--- config.mk ---
export PLATFORM = sky130hd
export DESIGN_NAME = trst_pulse
export DESIGN_NICKNAME = d
export VERILOG_FILES = /design/src/common/ahb_pkg.sv /design/src/hw/trst_pulse.sv
export SDC_FILE = /design/constraint.sdc
export NUM_CORES = 1
export LEC_CHECK = 0
export ABC_AREA = 1
export BUFFER_PORTS_ARGS = -buffer_cell sky130_fd_sc_hd__buf_2
export CORE_AREA = 8 8 45 47
export DETAILED_ROUTE_END_ITERATION = 6
export DIE_AREA = 0 0 53 55
export HOLD_SLACK_MARGIN = 0.05
export PLACE_DENSITY = 0.34
export SLEW_MARGIN = 10
export SYNTH_ARGS = -nofsm -noshare
export SYNTH_HDL_FRONTEND = slang
export SYNTH_SLANG_ARGS = --single-unit
export TNS_END_PERCENT = 1
--- constraint.sdc ---
create_clock -name hclk -period 1.15 [get_ports hclk]
set_input_delay 0.0575 -clock hclk [delete_from_list [all_inputs] [get_ports hclk]]
set_output_delay 0.0575 -clock hclk [all_outputs]
set_load 0.01 [all_outputs]
--- src/common/ahb_pkg.sv ---
`default_nettype none

package ahb_pkg;

    // bus widths
    typedef logic [31:0] addr_t;
    typedef logic [31:0] data_t;
    typedef logic [2:0]  size_t;

    // AHB-Lite transfer type codes
    typedef enum logic [1:0] {
        idle   = 2'b00,
        busy   = 2'b01,
        nonseq = 2'b10,
        seq    = 2'b11
    } trans_t;

    // hsize codes the slaves understand
    localparam size_t size_byte = 3'b000;
    localparam size_t size_half = 3'b001;
    localparam size_t size_word = 3'b010;

    // address phase bundle from the master
    typedef struct packed {
        addr_t  haddr;
        logic   hwrite;
        size_t  hsize;
        trans_t htrans;
    } ahb_req_t;

    typedef enum logic [1:0] {
        sel_none = 2'b00,
        sel_ram  = 2'b01,
        sel_gpio = 2'b10
    } slave_sel_t;

    // memory map, top nibble of haddr
    typedef logic [3:0] region_t;
    localparam region_t region_ram  = 4'h0;
    localparam region_t region_gpio = 4'h1;

    localparam int ram_words = 256;
    localparam int ram_aw    = 8;
    typedef logic [ram_aw-1:0] word_idx_t;
    typedef logic [3:0]        lane_mask_t;

    // GPIO pins and register offsets
    localparam int red_w    = 18;
    localparam int green_w  = 9;
    localparam int button_w = 5;
    typedef logic [3:0] gpio_off_t;
    localparam gpio_off_t gpio_red    = 4'h0;
    localparam gpio_off_t gpio_green  = 4'h4;
    localparam gpio_off_t gpio_switch = 4'h8;
    localparam gpio_off_t gpio_button = 4'hC;

    // debug reset pulse length in cycles
    localparam int trst_cycles = 16;
    typedef logic [$clog2(trst_cycles)-1:0] trst_cnt_t;

endpackage

`default_nettype wire
--- src/hw/trst_pulse.sv ---
`timescale 1ns/1ns
`default_nettype none

module trst_pulse (
    input  logic hclk,
    input  logic arst_n,
    input  logic trst_probe_n,
    output logic trst_n
);
    import ahb_pkg::*;

    trst_cnt_t cnt;
    logic      trst_q;

    // counts up once and then sits at the top
    always_ff @(posedge hclk or negedge arst_n) begin
        if (!arst_n) begin
            cnt    <= '0;
            trst_q <= 1'b0;
        end else begin
            if (cnt != trst_cnt_t'(trst_cycles - 1)) begin
                cnt <= cnt + 1'b1;
            end
            // released on the trst_cycles-th edge
            trst_q <= trst_q || (cnt == trst_cnt_t'(trst_cycles - 1));
        end
    end

    // either source can hold the debug logic in reset
    assign trst_n = trst_q & trst_probe_n;

endmodule

`default_nettype wire

==> flow_summary.json <==
{
  "setup-violations-final": 0,
  "crit_fanout": 3,
  "root_buffer": "clkbuf_4",
  "whs_ns": 0.156,
  "slowest_delay_ns": 0.36,
  "initial_utilization_pct": 17.0,
  "crit_path_end_kind": "register",
  "ant_nets": 0,
  "crit_start": "cnt[1]",
  "ioPinCount": 4,
  "endpoint": "cnt[1]",
  "holdCritPathClass": "input pin to async pin",
  "post_cts_buffers": 0,
  "synthesis.nets": 34,
  "core_area_um2": 1380,
  "cts_buffers": 3,
  "layout_common_cells": "nand2_1, inv_1, dfrtp_1",
  "track_usage_pct": 4.44,
  "grt_overflow": 0,
  "synth_warnings": 0,
  "die_h_um": 55,
  "worst_setup_path_start_kind": "register",
  "crit_buf_inv": 1,
  "max_freq_ghz": 0.968,
  "arrival_ns": 1.16,
  "p_leak_nw": 0.181,
  "powerDensity_nw_per_um2": 1240,
  "status": "finished clean",
  "clk_pin_slew_ns": 0.05,
  "cts_buffer_depth": 2,
  "skew_ns": 0.00803,
  "clk_latency_ns": 0.24,
  "tightest_slew_ns": 0.122,
  "final_cells": 55,
  "setup-tns-final_ns": 0,
  "area_growth_pct": 34.6,
  "grt_pass1_wl_um": 876,
  "drc": 0,
  "drive_gt1_share_pct": 23.1,
  "vdd_drop_max_mv": 0.341,
  "cpMaxStageDelayCell": "dfrtp_1",
  "first_iter_violations": 5,
  "cts_tree": "yes",
  "grt_max_degree": 6,
  "r2r_start": "cnt[1]",
  "gp_congestion": 0.838,
  "final_common_cell": "nand2_1",
  "ys_ff_latch": 5,
  "r2r_slack_ns": 0.12,
  "critPathKind": "register to register",
  "worstRegToRegCells": 6,
  "dp_cells": 50,
  "slew_viol_final": 0,
  "synth_area_per_cell_um2": 7.84,
  "finalCriticalPeriod_ns": 1.03,
  "portBuffers": 3,
  "rows": 14,
  "ctsHtreeMaxLevel": 1,
  "rsz0062_at_grt": "no",
  "vias_per_cell": 3.42,
  "fin_nets": 44,
  "wl_um": 452,
  "die-area_um2": 2920,
  "crit_required_ns": 1.28,
  "vias": 188,
  "synth_cells": 30,
  "fin_crit_sh_pct": 89.9,
  "cap_viol_max_count": 0,
  "die_x_um": 53,
  "cp_top_family": "flip-flops",
  "crit_cells": 6,
  "critical_path.cell_chain": "ha_2, nand2_1, inv_1, nand2_1, nand2_1, nand2_1",
  "antenna_found_initial": 0,
  "cp_common_cell": "nand2_1",
  "n_antenna_cell": 0,
  "drt_pre_antenna_iters": 4,
  "netlist_area_um2": 235,
  "hold_viol": 0,
  "maxSlewHeadroom_pct": 91.9,
  "clock_sinks": 5,
  "reg2reg_to": "cnt[1]",
  "grt_pass1_vias": 219,
  "yosysSeqAreaShare_pct": 53.2,
  "ys_types": 9,
  "drt-wirelength-per-cell_um": 8.22
}
## routing by layer
metal	GRT usage, %	routed length (µm)
met4	5.17	0
met5	0	0
met3	2.67	44
met1	4.29	218
met2	6.05	189
## synthesized netlist by cell type
master | instances | area, µm²
nand2_1 | 11 | 41.3
nor2_2 | 1 | 6.26
or2_1 | 1 | 6.26
inv_1 | 6 | 22.5
o21ai_0 | 1 | 5.00
nor2_1 | 3 | 11.3
nand3_1 | 1 | 5.00
ha_1 | 1 | 12.5
dfrtp_1 | 5 | 125
## sequential cells by signal (all words and copies together), names as in the netlist
register	flops
trst_q	1
cnt	4
## area by class of cell
class                           count  area [µm²]
Multi-Input combinational cell     19        90.1
Clock buffer                        4        26.3
Fill cell                         155        1070
Inverter                            6        22.5
Tap cell                           16        20.0
Timing Repair Buffer                5        32.5
Sequential cell                     5         125
## how the worst min path moves through the flow
stage                      start  endpoint  depth (start not counted)
final                     arst_n    trst_q                          2
after global routing      arst_n    trst_q                          2
after CTS                 arst_n    trst_q                          2
after detailed placement  arst_n    cnt[0]                          1
after global placement    arst_n    cnt[0]                          1
after floorplan           arst_n    cnt[0]                          0
## power breakdown
part | internal, mW | total (mW) | switching (mW)
logic | 0.00646 | 0.0127 | 0.00628
clock network | 0.131 | 0.203 | 0.0719
registers | 0.177 | 0.177 | 0
total | 0.314 | 0.392 | 0.0781
## through the flow
step	worst slack [ns]	power, mW	area (µm²)	utilization (%)
final	0.117	0.392	317	22.9
after global routing	0.00559	0.409	317	22.9
after CTS	0.0741	0.403	314	22.7
after detailed placement	0.0763	0.190	278	20.1
after global placement	0.0636	0.190	278	20.1
after floorplan	0.107	0.182	235	-
## cell families after synthesis
family | share of synthesized area [%]
and+or+nand+nor | 29.8
buffers and inverters | 9.57
DFF | 53.2
AOI/OAI and AO/OA | 2.13
adders and majority gates | 5.32
## what timing repair did
item	in CTS	in global routing
endpoints found under the setup margin	0	3
hold buffers	1	0
gates resized for setup	0	2
endpoints found under the hold margin	5	0
No activity file was read; power rests on OpenSTA's default activity.
