File: src/common/ahb_pkg.sv
`default_nettype none

package ahb_pkg;

    // bus widths
    typedef logic [31:0] addr_t;
    typedef logic [31:0] data_t;
    typedef logic [2:0]  size_t;

    // AHB-Lite transfer type codes
    typedef enum logic [1:0] {
        idle   = 2'b00,
        busy   = 2'b01,
        nonseq = 2'b10,
        seq    = 2'b11
    } trans_t;

    // hsize codes the slaves understand
    localparam size_t size_byte = 3'b000;
    localparam size_t size_half = 3'b001;
    localparam size_t size_word = 3'b010;

    // address phase bundle from the master
    typedef struct packed {
        addr_t  haddr;
        logic   hwrite;
        size_t  hsize;
        trans_t htrans;
    } ahb_req_t;

    typedef enum logic [1:0] {
        sel_none = 2'b00,
        sel_ram  = 2'b01,
        sel_gpio = 2'b10
    } slave_sel_t;

    // memory map, top nibble of haddr
    typedef logic [3:0] region_t;
    localparam region_t region_ram  = 4'h0;
    localparam region_t region_gpio = 4'h1;

    localparam int ram_words = 256;
    localparam int ram_aw    = 8;
    typedef logic [ram_aw-1:0] word_idx_t;
    typedef logic [3:0]        lane_mask_t;

    // GPIO pins and register offsets
    localparam int red_w    = 18;
    localparam int green_w  = 9;
    localparam int button_w = 5;
    typedef logic [3:0] gpio_off_t;
    localparam gpio_off_t gpio_red    = 4'h0;
    localparam gpio_off_t gpio_green  = 4'h4;
    localparam gpio_off_t gpio_switch = 4'h8;
    localparam gpio_off_t gpio_button = 4'hC;

    // debug reset pulse length in cycles
    localparam int trst_cycles = 16;
    typedef logic [$clog2(trst_cycles)-1:0] trst_cnt_t;

endpackage

`default_nettype wire
File: src/gpio/ahb_gpio.sv
`timescale 1ns/1ns
`default_nettype none

module ahb_gpio (
    input  logic                         hclk,
    input  logic                         arst_n,
    input  logic                         sel,
    input  ahb_pkg::ahb_req_t            req,
    input  ahb_pkg::data_t               hwdata,
    output ahb_pkg::data_t               rdata,
    input  logic [ahb_pkg::red_w-1:0]    switches,
    input  logic [ahb_pkg::button_w-1:0] buttons,
    output logic [ahb_pkg::red_w-1:0]    red_leds,
    output logic [ahb_pkg::green_w-1:0]  green_leds
);
    import ahb_pkg::*;

    logic                wr_q;
    gpio_off_t           off_q;
    logic [red_w-1:0]    sw_meta;
    logic [red_w-1:0]    sw_sync;
    logic [button_w-1:0] btn_meta;
    logic [button_w-1:0] btn_sync;

    always_ff @(posedge hclk or negedge arst_n) begin
        if (!arst_n) begin
            wr_q <= 1'b0;
        end else begin
            wr_q <= sel && req.hwrite;
        end
    end

    // only the low nibble picks a register, the rest aliases
    always_ff @(posedge hclk) begin
        if (sel) begin
            off_q <= req.haddr[3:0];
        end
    end

    // LED registers, upper data bits are dropped
    always_ff @(posedge hclk or negedge arst_n) begin
        if (!arst_n) begin
            red_leds   <= '0;
            green_leds <= '0;
        end else if (wr_q) begin
            if (off_q == gpio_red) begin
                red_leds <= hwdata[red_w-1:0];
            end
            if (off_q == gpio_green) begin
                green_leds <= hwdata[green_w-1:0];
            end
        end
    end

    // two-flop synchronizers for the pins
    always_ff @(posedge hclk or negedge arst_n) begin
        if (!arst_n) begin
            sw_meta  <= '0;
            sw_sync  <= '0;
            btn_meta <= '0;
            btn_sync <= '0;
        end else begin
            sw_meta  <= switches;
            sw_sync  <= sw_meta;
            btn_meta <= buttons;
            btn_sync <= btn_meta;
        end
    end

    always_comb begin
        case (off_q)
            gpio_red:    rdata = data_t'(red_leds);
            gpio_green:  rdata = data_t'(green_leds);
            gpio_switch: rdata = data_t'(sw_sync);
            gpio_button: rdata = data_t'(btn_sync);
            default:     rdata = '0;
        endcase
    end

endmodule

`default_nettype wire

File: config.mk
export PLATFORM = sky130hd
export DESIGN_NAME = ahb_gpio
export DESIGN_NICKNAME = d
export VERILOG_FILES = /design/src/common/ahb_pkg.sv /design/src/gpio/ahb_gpio.sv
export SDC_FILE = /design/constraint.sdc
export NUM_CORES = 1
export LEC_CHECK = 0
export ABC_AREA = 1
export BUFFER_PORTS_ARGS = -buffer_cell sky130_fd_sc_hd__buf_2
export CAP_MARGIN = 20
export CORE_UTILIZATION = 45
export CTS_CLUSTER_SIZE = 16
export DETAILED_ROUTE_END_ITERATION = 7
export PLACE_DENSITY = 0.9
export SLEW_MARGIN = 10
export SYNTH_ARGS = -nofsm -noshare
export SYNTH_HDL_FRONTEND = slang
export SYNTH_SLANG_ARGS = --single-unit
File: constraint.sdc
create_clock -name hclk -period 3.4 [get_ports hclk]
set_input_delay 0.17 -clock hclk [delete_from_list [all_inputs] [get_ports hclk]]
set_output_delay 0.17 -clock hclk [all_outputs]
set_load 0.02 [all_outputs]
==> metrics.md <==
| Metric | Value |
|---|---|
| # rows | 29 |
| Top cell type's share of synthesized area | 0.625 |
| Top FF cell, synth | dfrtp_1 |
| CTS tree | built |
| Mapped Cells | 293 |
| Critical path type | reg2out |
| Synth cell types | 17 |
| Via count | 2352 |
| Clock Path Buffers | 2 |
| Hold depth | 3 |
| Number of max-cap violations | 0 |
| Power Internal | between 1.5 and 2 mW |
| Yosys warnings | 0 |
| Hpwl dp | 4350 um |
| Hold Vio Cnt, Final | 0 |
| Required @ worst endpoint | about 3.2 ns |
| TritonRoute pass-1 iters | 4 |
| RR Startpoint | off_q[1]$_DFFE_PP_ |
| Footprint of the multi-input gates | 815 sq um |
| Pin count of the biggest net entering global routing | 52 |
| Setup Skew | 0.00740 ns |
| P_sw | 0.769 mW |
| Fill cells | 491 |
| Sequential share of the synthesized area | 0.666 |
| Core area | 6350 sq um |
| Clk sinks | 78 |
| Reg2reg path depth | 6 |
| FF+latch area | 1970 sq um |
| ANT nets after route | 0 |
| Unrepaired setup endpoints after global routing | no |
| Worst skew pair latency | 0.34 ns |
| CTS Root Cell | clkbuf_8 |
| Initial Util | 0.466 |
| Post-synth EDFFs | 4 |
| Routability congestion estimate | between 0.8 and 0.9 |
| Number of global-route vias before repair | ~2200 |
| Reg power frac | 0.472 |
| Crit start category | register |
| Drt via density | 4.69 |
| Global route overflow | 0 |
| Max Fclk | 468 MHz |
| Residual DRC count | 0 |
| DR WL/cell | 13.1 um |
| Slew headroom | 0.594 |
| Crit path max fanout | 13 |
| Top-count cell post-synth | nand2_1 |
| Pins Over Slew Limit | 0 |
| CP Data Arrival Time | approximately 2.0 ns |
| Setup violations, final | 0 |
| HP Class | in2reg |
| Fin crit period | 2.14 ns |
| Setup WS post-layout | ~1.3 ns |
| Combinational fraction of design power | 0.207 |
| CTS Buf Count | 9 |
| Worst hold start | hwdata[11] |
| Largest area contributor in the netlist | dfrtp_1 |
| FF+latch count, synth | 78 |
| Nets | 516 |
| H-tree Lvls | 3 |
| Worst-path clk slew | 0.08 ns |
| Total leakage power | between 2 and 2.5 nW |
| Crit path launch | off_q[2]$_DFFE_PP_ |
| Area contributors post-synth | dfrtp_1, nand2_1, nand3_1, edfxtp_1, buf_4 |
| Cell Area, Synth | slightly below 3000 sq um |
| Number of antenna violations at the first check in global routing | 0 |
| # port buffers | 93 |
| Outcome | finished, final reports clean |
| Overall power | 2.47 mW |
| Switching part of the total | 0.311 |
| Mean Syn Cell Area | roughly 10 sq um |
| First-pass GRT wire length | 10300 um |
| Slew @ Worst Pin | 0.609 ns |
| Critical Path Sink Type | output pin |
| Area grow syn2layout | 33.6% |
| Asr flop ratio synth | 0.949 |
| Clk network pwr share | 0.321 |
| TNS Setup | 0 ns |
| I/O pin count | between 150 and 200 |
| Total Routing Usage GR | 0.196 |
| Die width | 83.1 um |
| Peak supply drop | 0.441 mV |
| Total power per unit cell area | 625 nW/um^2 |
| Die area | roughly 7000 sq um |
| WL final | 6590 um |
| Worst slack, placed | 1.65 ns |
| Final period util | 0.629 |
| Synth top cells by count | nand2_1, dfrtp_1, nand3_1 |
| Die Ht | 83.1 um |
| Initial DRC count | 182 |
| Layout cells sized above 1 | 0.289 |
| Diodes inserted | 0 |
==> cell type report <==
| class | count | share of cell area |
|---|---|---|
| sequential | 78 | 0.498 |
| multi-input combinational | 190 | 0.206 |
| timing repair buffer | 123 | 0.193 |
| clock buffer | 10 | 0.0376 |
| tap | 77 | 0.0244 |
| clock inverter | 6 | 0.0231 |
| inverter | 18 | 0.0177 |
==> worst paths after layout <==
path                                                 end  slack [ns]
max in group asynchronous       red_leds[10]$_DFFE_PN0P_        2.37
worst min-delay path            red_leds[11]$_DFFE_PN0P_        0.02
worst min register to register     sw_sync[11]$_DFF_PN0_        0.34
worst max register to register  red_leds[15]$_DFFE_PN0P_        1.72
worst max-delay path                            rdata[5]        1.26
min in group asynchronous          btn_meta[3]$_DFF_PN0_        0.41
==> metal layers <==
layer  up-vias  global-route usage  wire, um  part of all wire
met5         -                   0         0                 0
met4         0               0.139       282             0.043
met3        24              0.0298       324             0.049
met2       114               0.317      3300              0.50
met1      1097               0.242      2680              0.41
li1       1117                   -         -                 -
==> metrics by stage <==
step                      hold slack (ns)  area, sq um  instances  utilization
after floorplan                    -0.126         3010        306            -
after global placement              0.279         3430        458        0.541
after detailed placement            0.279         3430        458        0.541
after CTS                         0.00232         3930        500        0.620
after global routing               0.0270         3960        502        0.623
final                              0.0243         3960        502        0.623
==> power by group through the flow <==
stage | Sequential, mW | Combinational (mW) | Clock (mW)
3_5_place_dp | 1.18 | 0.489 | 0
2_1_floorplan | 1.29 | 0.172 | 0
5_1_grt | 1.18 | 0.554 | 0.845
6_report | 1.17 | 0.513 | 0.795
4_1_cts | 1.17 | 0.513 | 0.808
3_3_place_gp | 1.17 | 0.473 | 0
==> cell families (layout without fill, tap and decap cells) <==
family,Yosys count,count (layout),synth area share
other,1,14,0.00127
buffers and inverters,38,157,0.0756
AND/OR/NAND/NOR,176,176,0.257
flip-flops,78,78,0.666
==> sequential cells by signal (all words and copies together), names as in the netlist <==
signal and flops:
btn_meta 5, btn_sync 5, green_leds 9, off_q 4, red_leds 18, sw_meta 18, sw_sync 18, wr_q 1
==> layout by cell type (no fill, tap or decap), types with 2 or more instances in the layout <==
| cell type | Yosys | layout |
|---|---|---|
| dlygate4sd3_1 | 0 | 28 |
| buf_2 | 3 | 92 |
| nand2_2 | 2 | 2 |
| nand3_1 | 24 | 24 |
| nand2_4 | 2 | 2 |
| conb_1 | 1 | 14 |
| clkbuf_8 | 0 | 9 |
| inv_1 | 17 | 17 |
| bufinv_16 | 0 | 2 |
| nand2_1 | 140 | 140 |
| nor2_2 | 2 | 2 |
| dfrtp_1 | 74 | 74 |
| nor2_4 | 4 | 4 |
| buf_4 | 15 | 3 |
| clkinv_4 | 0 | 2 |
| edfxtp_1 | 4 | 4 |
==> worst max-delay path, cell delays in order (launching register included) <==
cell and delay (ns):
edfxtp_1 0.49, inv_1 0.16, nand2_1 0.08, nor2_2 0.45
nand2_1 0.16, nand3_1 0.12, buf_2 0.17
==> what timing repair did <==
item,in CTS,in global routing
buffers inserted,0,0
endpoints found under the hold margin,26,50
hold buffers,26,2
gates resized for setup,0,0
Note: power is estimated with default switching activity, not from simulation.
