**src/common/ahb_pkg.sv**
```systemverilog
`default_nettype none

package ahb_pkg;

    // bus widths
    typedef logic [31:0] addr_t;
    typedef logic [31:0] data_t;
    typedef logic [2:0]  size_t;

    // AHB-Lite transfer type codes
    typedef enum logic [1:0] {
        idle   = 2'b00,
        busy   = 2'b01,
        nonseq = 2'b10,
        seq    = 2'b11
    } trans_t;

    // hsize codes the slaves understand
    localparam size_t size_byte = 3'b000;
    localparam size_t size_half = 3'b001;
    localparam size_t size_word = 3'b010;

    // address phase bundle from the master
    typedef struct packed {
        addr_t  haddr;
        logic   hwrite;
        size_t  hsize;
        trans_t htrans;
    } ahb_req_t;

    typedef enum logic [1:0] {
        sel_none = 2'b00,
        sel_ram  = 2'b01,
        sel_gpio = 2'b10
    } slave_sel_t;

    // memory map, top nibble of haddr
    typedef logic [3:0] region_t;
    localparam region_t region_ram  = 4'h0;
    localparam region_t region_gpio = 4'h1;

    localparam int ram_words = 256;
    localparam int ram_aw    = 8;
    typedef logic [ram_aw-1:0] word_idx_t;
    typedef logic [3:0]        lane_mask_t;

    // GPIO pins and register offsets
    localparam int red_w    = 18;
    localparam int green_w  = 9;
    localparam int button_w = 5;
    typedef logic [3:0] gpio_off_t;
    localparam gpio_off_t gpio_red    = 4'h0;
    localparam gpio_off_t gpio_green  = 4'h4;
    localparam gpio_off_t gpio_switch = 4'h8;
    localparam gpio_off_t gpio_button = 4'hC;

    // debug reset pulse length in cycles
    localparam int trst_cycles = 16;
    typedef logic [$clog2(trst_cycles)-1:0] trst_cnt_t;

endpackage

`default_nettype wire
```
**src/hw/ahb_decoder.sv**
```systemverilog
`timescale 1ns/1ns
`default_nettype none

module ahb_decoder (
    input  logic              hclk,
    input  logic              arst_n,
    input  ahb_pkg::ahb_req_t req,
    input  ahb_pkg::data_t    ram_rdata,
    input  ahb_pkg::data_t    gpio_rdata,
    output logic              ram_sel,
    output logic              gpio_sel,
    output ahb_pkg::data_t    hrdata
);
    import ahb_pkg::*;

    logic       active;
    region_t    region;
    slave_sel_t sel_q;

    // BUSY counts as IDLE, bursts are plain singles
    assign active = (req.htrans == nonseq) || (req.htrans == seq);
    assign region = req.haddr[31:28];

    assign ram_sel  = active && (region == region_ram);
    assign gpio_sel = active && (region == region_gpio);

    // remember who owns the next data phase
    always_ff @(posedge hclk or negedge arst_n) begin
        if (!arst_n) begin
            sel_q <= sel_none;
        end else if (ram_sel) begin
            sel_q <= sel_ram;
        end else if (gpio_sel) begin
            sel_q <= sel_gpio;
        end else begin
            sel_q <= sel_none;
        end
    end

    // unmapped or idle reads as zero
    always_comb begin
        case (sel_q)
            sel_ram:  hrdata = ram_rdata;
            sel_gpio: hrdata = gpio_rdata;
            default:  hrdata = '0;
        endcase
    end

endmodule

`default_nettype wire

```
**config.mk**
```make
export PLATFORM = sky130hd
export DESIGN_NAME = ahb_decoder
export DESIGN_NICKNAME = d
export VERILOG_FILES = /design/src/common/ahb_pkg.sv /design/src/hw/ahb_decoder.sv
export SDC_FILE = /design/constraint.sdc
export NUM_CORES = 1
export LEC_CHECK = 0
export ABC_CLOCK_PERIOD_IN_PS = 1200
export BUFFER_PORTS_ARGS = -buffer_cell sky130_fd_sc_hd__clkbuf_2
export CAP_MARGIN = 30
export CORE_ASPECT_RATIO = 1.4
export CORE_MARGIN = 5
export CORE_UTILIZATION = 21
export DETAILED_ROUTE_END_ITERATION = 6
export GPL_TIMING_DRIVEN = 0
export HOLD_SLACK_MARGIN = 0.03
export MAX_ROUTING_LAYER = met4
export PLACE_DENSITY = 0.86
export SYNTH_ARGS = -nofsm -noshare
export SYNTH_HDL_FRONTEND = slang
export SYNTH_SLANG_ARGS = --single-unit
```
**constraint.sdc**
```tcl
create_clock -name hclk -period 1.2 [get_ports hclk]
set_input_delay 0.06 -clock hclk [delete_from_list [all_inputs] [get_ports hclk]]
set_output_delay 0.06 -clock hclk [all_outputs]
set_load 0.03 [all_outputs]
```
==> results of run 1 <==
[how the worst max path moves through the flow]
stage / endpoint / slack [ps] / from
floorplan: hrdata[0] / -200 / sel_q[0]$_DFF_PN0_
global placement: hrdata[23] / -270 / sel_q[0]$_DFF_PN0_
detailed placement: hrdata[23] / -270 / sel_q[0]$_DFF_PN0_
CTS: hrdata[12] / -290 / sel_q[1]$_DFF_PN0_
global route: hrdata[18] / -390 / sel_q[0]$_DFF_PN0_
finish: hrdata[18] / -340 / sel_q[0]$_DFF_PN0_
[logic make-up (layout without fill, tap and decap cells)]
kind of cell	count (synthesis)	in the layout	share of synthesized area (%)
and+or+nand+nor	36	36	27.98
buffers and inverters	11	123	13.29
AOI/OAI and AO/OA	32	32	44.76
DFF	2	2	9.324
adders and majority gates	2	2	4.661
[report_power, final]
part           switching [W]  internal [W]
combinational      0.0000998      0.000132
sequential        0.00000130     0.0000690
clock              0.0000459      0.000111
total               0.000147      0.000312
[per-stage QoR]
stage | setup slack [ps] | TNS (ps) | cell area (sq um) | cells | hold WS, ps
floorplan | -195.1 | -5498 | 566.8 | 83 | -235.6
global placement | -273.4 | -6682 | 1130 | 221 | -154.9
detailed placement | -272.9 | -6857 | 1130 | 221 | -153.5
CTS | -293.5 | -8893 | 1536 | 227 | 37.21
global route | -389.3 | -10710 | 1638 | 229 | 61.76
finish | -339.0 | -8772 | 1638 | 229 | 53.11
[cells in the mapped netlist]
library cell / number
a22oi_1: 32
buf_2: 3
buf_4: 1
buf_6: 3
clkbuf_1: 2
dfrtp_1: 2
ha_1: 2
inv_1: 2
nand2b_1: 1
nor2_1: 32
nor4_1: 1
nor4b_1: 2
[layer usage]
metal,track usage [%],vias to the layer above
met1,15.33,492
met5,-,-
met4,9.091,0
met3,2.151,10
li1,-,534
met2,34.81,71
[cell type report]
type / instances / area, sq um / area share, %
plain buffers: 9 / 128.9 / 7.869
clock buffers: 3 / 22.52 / 1.375
inverters: 2 / 7.507 / 0.4584
multi-input cells: 70 / 590.6 / 36.06
flip-flops and latches: 2 / 50.05 / 3.056
well taps: 34 / 42.54 / 2.597
repair buffers: 109 / 795.8 / 48.59
[timing repair]
| action | CTS | global route |
|---|---|---|
| pin swaps | 2 | 6 |
| resized for setup | 93 | 29 |
| setup buffers | 1 | 1 |
| hold buffers | 2 | 0 |
| setup endpoints to repair | 32 | 32 |
| endpoints found under the hold margin | 3 | 0 |
| gates cloned | 0 | 1 |
==> results.sh, run 1 <==
export IMPL_ioPinCount=138
export IMPL_slowest_stage="dfrtp_1"
export IMPL_wl_per_cell_um=14.36
export IMPL_drv_slew=0
export IMPL_rows=21
export IMPL_yosysSeqAreaShare_pct=9.324
export IMPL_cts_root_buf="clkbuf_4"
export IMPL_hold_path_end="sel_q[1]$_DFF_PN0_"
export IMPL_min_path_type="in -> reg"
export IMPL_wl_met1_mm=1.039
export IMPL_synth_seq_cells=2
export IMPL_cp_depth=5
export IMPL_synth_area_leaders="a22oi_1 (45%), nor2_1 (22%), dfrtp_1 (9.3%), buf_6 (6.3%), ha_1 (4.7%)"
export IMPL_rsz0062_at_grt="true"
export IMPL_drtAntennaViolNets=0
export IMPL_fin_ws_ps=-339.0
export IMPL_hold_start="req[37]"
export IMPL_setup_viol=32
export IMPL_cts_htree_levels=1
export IMPL_fmax_mhz=649.8
export IMPL_cts_clk_slew_worst_paths_ps=30
export IMPL_die_x_um=52.73
export IMPL_synth_warnings=0
export IMPL_endpoint_kind="primary output"
export IMPL_grt_pass1_wl_mm=5.043
export IMPL_start_util_pct=22.20
export IMPL_grt_max_degree=11
export IMPL_hold_viol_final=0
export IMPL_cts_tree="done"
export IMPL_die_h_um=69.82
export IMPL_worst_slew_pin_slew_ps=262.7
export IMPL_wl_mm=3.289
export IMPL_routed_top_layer="met4"
export IMPL_cts_sinks=2
export IMPL_place_hpwl_mm=2.294
export IMPL_vias=1107
export IMPL_required_ps=1140
export IMPL_crit_type="reg -> out"
export IMPL_p_per_area_nw_per_um2=280.3
export IMPL_syn2layout_area_growth_pct=205.1
export IMPL_yosysTopAreaCellShare_pct=44.76
export IMPL_synth_area_sq_um=536.8
export IMPL_period_share_pct=128.3
export IMPL_final_util_pct=67.75
export IMPL_drv_cap=0
export IMPL_slowest_delay_ps=400
export IMPL_period_needed_ps=1539
export IMPL_p_leak_nw=0.7092
export IMPL_crit_path_start_kind="flip-flop"
export IMPL_grt_util_all_layers_pct=17.81
export IMPL_num_nets_final=303
export IMPL_critPathTopFamily="flip-flops"
export IMPL_antenna_found_initial=0
export IMPL_yosysTopAreaCell="a22oi_1"
export IMPL_total_power_w=0.0004591
export IMPL_syn_inst=83
export IMPL_arrival_ps=1480
export IMPL_core_area_sq_um=2417
export IMPL_vias_per_cell=4.834
export IMPL_regMostFlops="sel_q"
export IMPL_drt_iter0_markers=9
export IMPL_antenna_cells=0
export IMPL_crit_chain="inv_2 -> ha_4 -> buf_12 -> nor2_1 -> clkbuf_8"
export IMPL_wl_met2_mm=1.871
export IMPL_max_slew_margin_pct=82.34
export IMPL_synth_nets=189
export IMPL_cts_path_max_buffers=2
export IMPL_drcViolationCount=0
export IMPL_n_fill_cell=234
export IMPL_drive_above_1_share_pct=79.49
export IMPL_largest_reg_flops=2
export IMPL_ys_types=12
export IMPL_gp_congestion=0.6512
export IMPL_crit_buf_inv=3
export IMPL_path_max_fanout=6
export IMPL_grt_ovfl_total=0
export IMPL_holdPathStages=2
export IMPL_grt_pass1_vias=1276
export IMPL_wl_met3_um=270
export IMPL_drt_pass1_iterations=4
export IMPL_die_area_sq_um=3682
export IMPL_cts_buffers=3
export IMPL_layout_common_cells="clkbuf_2 (72), a22oi_1 (19), nor2_1 (15), clkbuf_8 (15), a22oi_2 (13)"
export IMPL_final_common_cell="clkbuf_2"
export IMPL_irDropWorstVdd_v=0.0005951
export IMPL_avgSynthCellArea_sq_um=6.467
export IMPL_outcome="finished, violations left"
export IMPL_numPortBuffers=104
export IMPL_violations="negative setup slack"
export IMPL_top_regs="sel_q: 2 flops"
No activity file was read; power rests on OpenSTA's default activity.
==> inputs of run 2 (changes only) <==
- RECOVER_POWER: default -> 50
==> run 2 against run 1 <==
- the run still ends with negative setup slack left
- design area hardly changed
- fmax hardly changed
- sequential power hardly changed
- die area stayed put
- critical endpoint unchanged
- largest power group unchanged
==> results.sh, run 2 (synthesis gave the netlist of run 1 again) <==
export IMPL_layout_common_cells="clkbuf_2 (71), a22oi_1 (19), nor2_1 (15), clkbuf_8 (15), a22oi_2 (13)"
export IMPL_vias=1104
export IMPL_min_path_type="in -> reg"
export IMPL_p_leak_nw=0.7062
export IMPL_place_hpwl_mm=2.294
export IMPL_cts_buffers=3
export IMPL_period_share_pct=128.3
export IMPL_grt_util_all_layers_pct=17.81
export IMPL_setup_tns_ps=-8777
export IMPL_die_area_sq_um=3682
export IMPL_violations="negative setup slack"
export IMPL_worst_slew_pin_slew_ps=262.7
export IMPL_setup_viol=32
export IMPL_p_int_w=0.0003116
export IMPL_gp_congestion=0.6512
export IMPL_crit_type="reg -> out"
export IMPL_cts_clk_slew_worst_paths_ps=30
export IMPL_final_common_cell="clkbuf_2"
export IMPL_die_x_um=52.73
export IMPL_switching_share_pct=32.06
export IMPL_drtAntennaViolNets=0
export IMPL_wl_per_cell_um=14.38
export IMPL_irDropWorstVdd_v=0.0005950
export IMPL_hold_viol_final=0
export IMPL_drt_pass1_iterations=4
export IMPL_syn2layout_area_growth_pct=204.9
export IMPL_cts_htree_levels=1
export IMPL_num_nets_final=303
export IMPL_n_fill_cell=235
export IMPL_outcome="finished, violations left"
export IMPL_rsz0062_at_grt="true"
export IMPL_path_max_fanout=6
export IMPL_arrival_ps=1480
export IMPL_rows=21
export IMPL_numPortBuffers=104
export IMPL_start_util_pct=22.20
export IMPL_p_sw_w=0.0001471
export IMPL_grt_pass1_vias=1276
export IMPL_cts_sinks=2
export IMPL_regArea_sq_um=50.05
export IMPL_cts_root_buf="clkbuf_4"
export IMPL_top_regs="sel_q: 2 flops"
export IMPL_crit_path_start_kind="flip-flop"
export IMPL_drive_above_1_share_pct=78.97
export IMPL_drv_slew=0
export IMPL_cts_path_max_buffers=2
export IMPL_antenna_cells=0
export IMPL_drcViolationCount=0
export IMPL_ioPinCount=138
export IMPL_comb_power_share_pct=50.5
export IMPL_required_ps=1140
export IMPL_drv_cap=0
export IMPL_fmax_mhz=649.7
export IMPL_p_per_area_nw_per_um2=280.3
export IMPL_dpl_worst_slack_ps=-272.9
export IMPL_drt_iter0_markers=9
export IMPL_largest_reg_flops=2
export IMPL_wl_mm=3.294
export IMPL_grt_max_degree=11
export IMPL_regMostFlops="sel_q"
export IMPL_die_h_um=69.82
export IMPL_period_needed_ps=1539
export IMPL_grt_pass1_wl_mm=5.043
export IMPL_max_slew_margin_pct=82.34
export IMPL_seq_power_share_pct=15.3
export IMPL_layout_cells_non_filler=229
export IMPL_clockPowerShare_pct=34.2
export IMPL_grt_ovfl_total=0
export IMPL_fin_ws_ps=-339.3
export IMPL_multiInputGateArea_sq_um=590.6
export IMPL_antenna_found_initial=0
export IMPL_vias_per_cell=4.821
export IMPL_core_area_sq_um=2417
export IMPL_placed_cells=221
export IMPL_hold_ws_ps=53.11
export IMPL_endpoint_kind="primary output"
export IMPL_cts_tree="done"
## run 2: final timing paths
| kind | startpoint | endpoint | slack (ps) | cells after the start |
|---|---|---|---|---|
| setup / recovery | sel_q[0]$_DFF_PN0_ | hrdata[18] | -340 | 5 |
| hold / removal | req[37] | sel_q[1]$_DFF_PN0_ | 50 | 2 |
| max in group asynchronous | arst_n | sel_q[0]$_DFF_PN0_ | 930 | 2 |
| min in group asynchronous | arst_n | sel_q[1]$_DFF_PN0_ | 140 | 2 |
## run 2: timing repair
item | in CTS | in global routing
setup buffers | 1 | 1
setup endpoints to repair | 32 | 32
hold buffers | 2 | 0
gates cloned | 0 | 1
resized for setup | 93 | 29
pin swaps | 2 | 6
hold endpoints to repair | 3 | 0
## run 2: layout make-up
type / count / area share, %
repair buffers: 109 / 48.55
flip-flops and latches: 2 / 3.058
well taps: 34 / 2.599
clock buffers: 3 / 1.376
plain buffers: 9 / 7.875
multi-input cells: 70 / 36.09
inverters: 2 / 0.4587
## run 2: metrics by stage
step / utilization (%) / total power, W / cell area (sq um)
global placement: 46.74 / 0.0002440 / 1130
finish: 67.70 / 0.0004587 / 1637
CTS: 63.56 / 0.0004477 / 1536
global route: 67.70 / 0.0004888 / 1637
floorplan: - / 0.0001219 / 566.8
detailed placement: 46.74 / 0.0002482 / 1130
## run 2: per-layer routing
layer	part of all wire [%]	track usage [%]
met1	32	15.33
met2	57	34.81
met3	8.0	2.151
met4	3.2	9.091
met5	0	-
## run 2: critical path, stage by stage (launching register included)
cell	delay (ps)
dfrtp_1	400
inv_2	60
ha_4	290
buf_12	140
nor2_1	160
clkbuf_8	190
## run 2: power by group through the flow
stage | Combinational (W) | Clock, W | Sequential [W]
global route | 0.000252 | 0.000167 | 0.0000703
CTS | 0.000211 | 0.000166 | 0.0000703
global placement | 0.000174 | 0 | 0.0000702
floorplan | 0.0000516 | 0 | 0.0000702
finish | 0.000231 | 0.000157 | 0.0000703
detailed placement | 0.000178 | 0 | 0.0000703
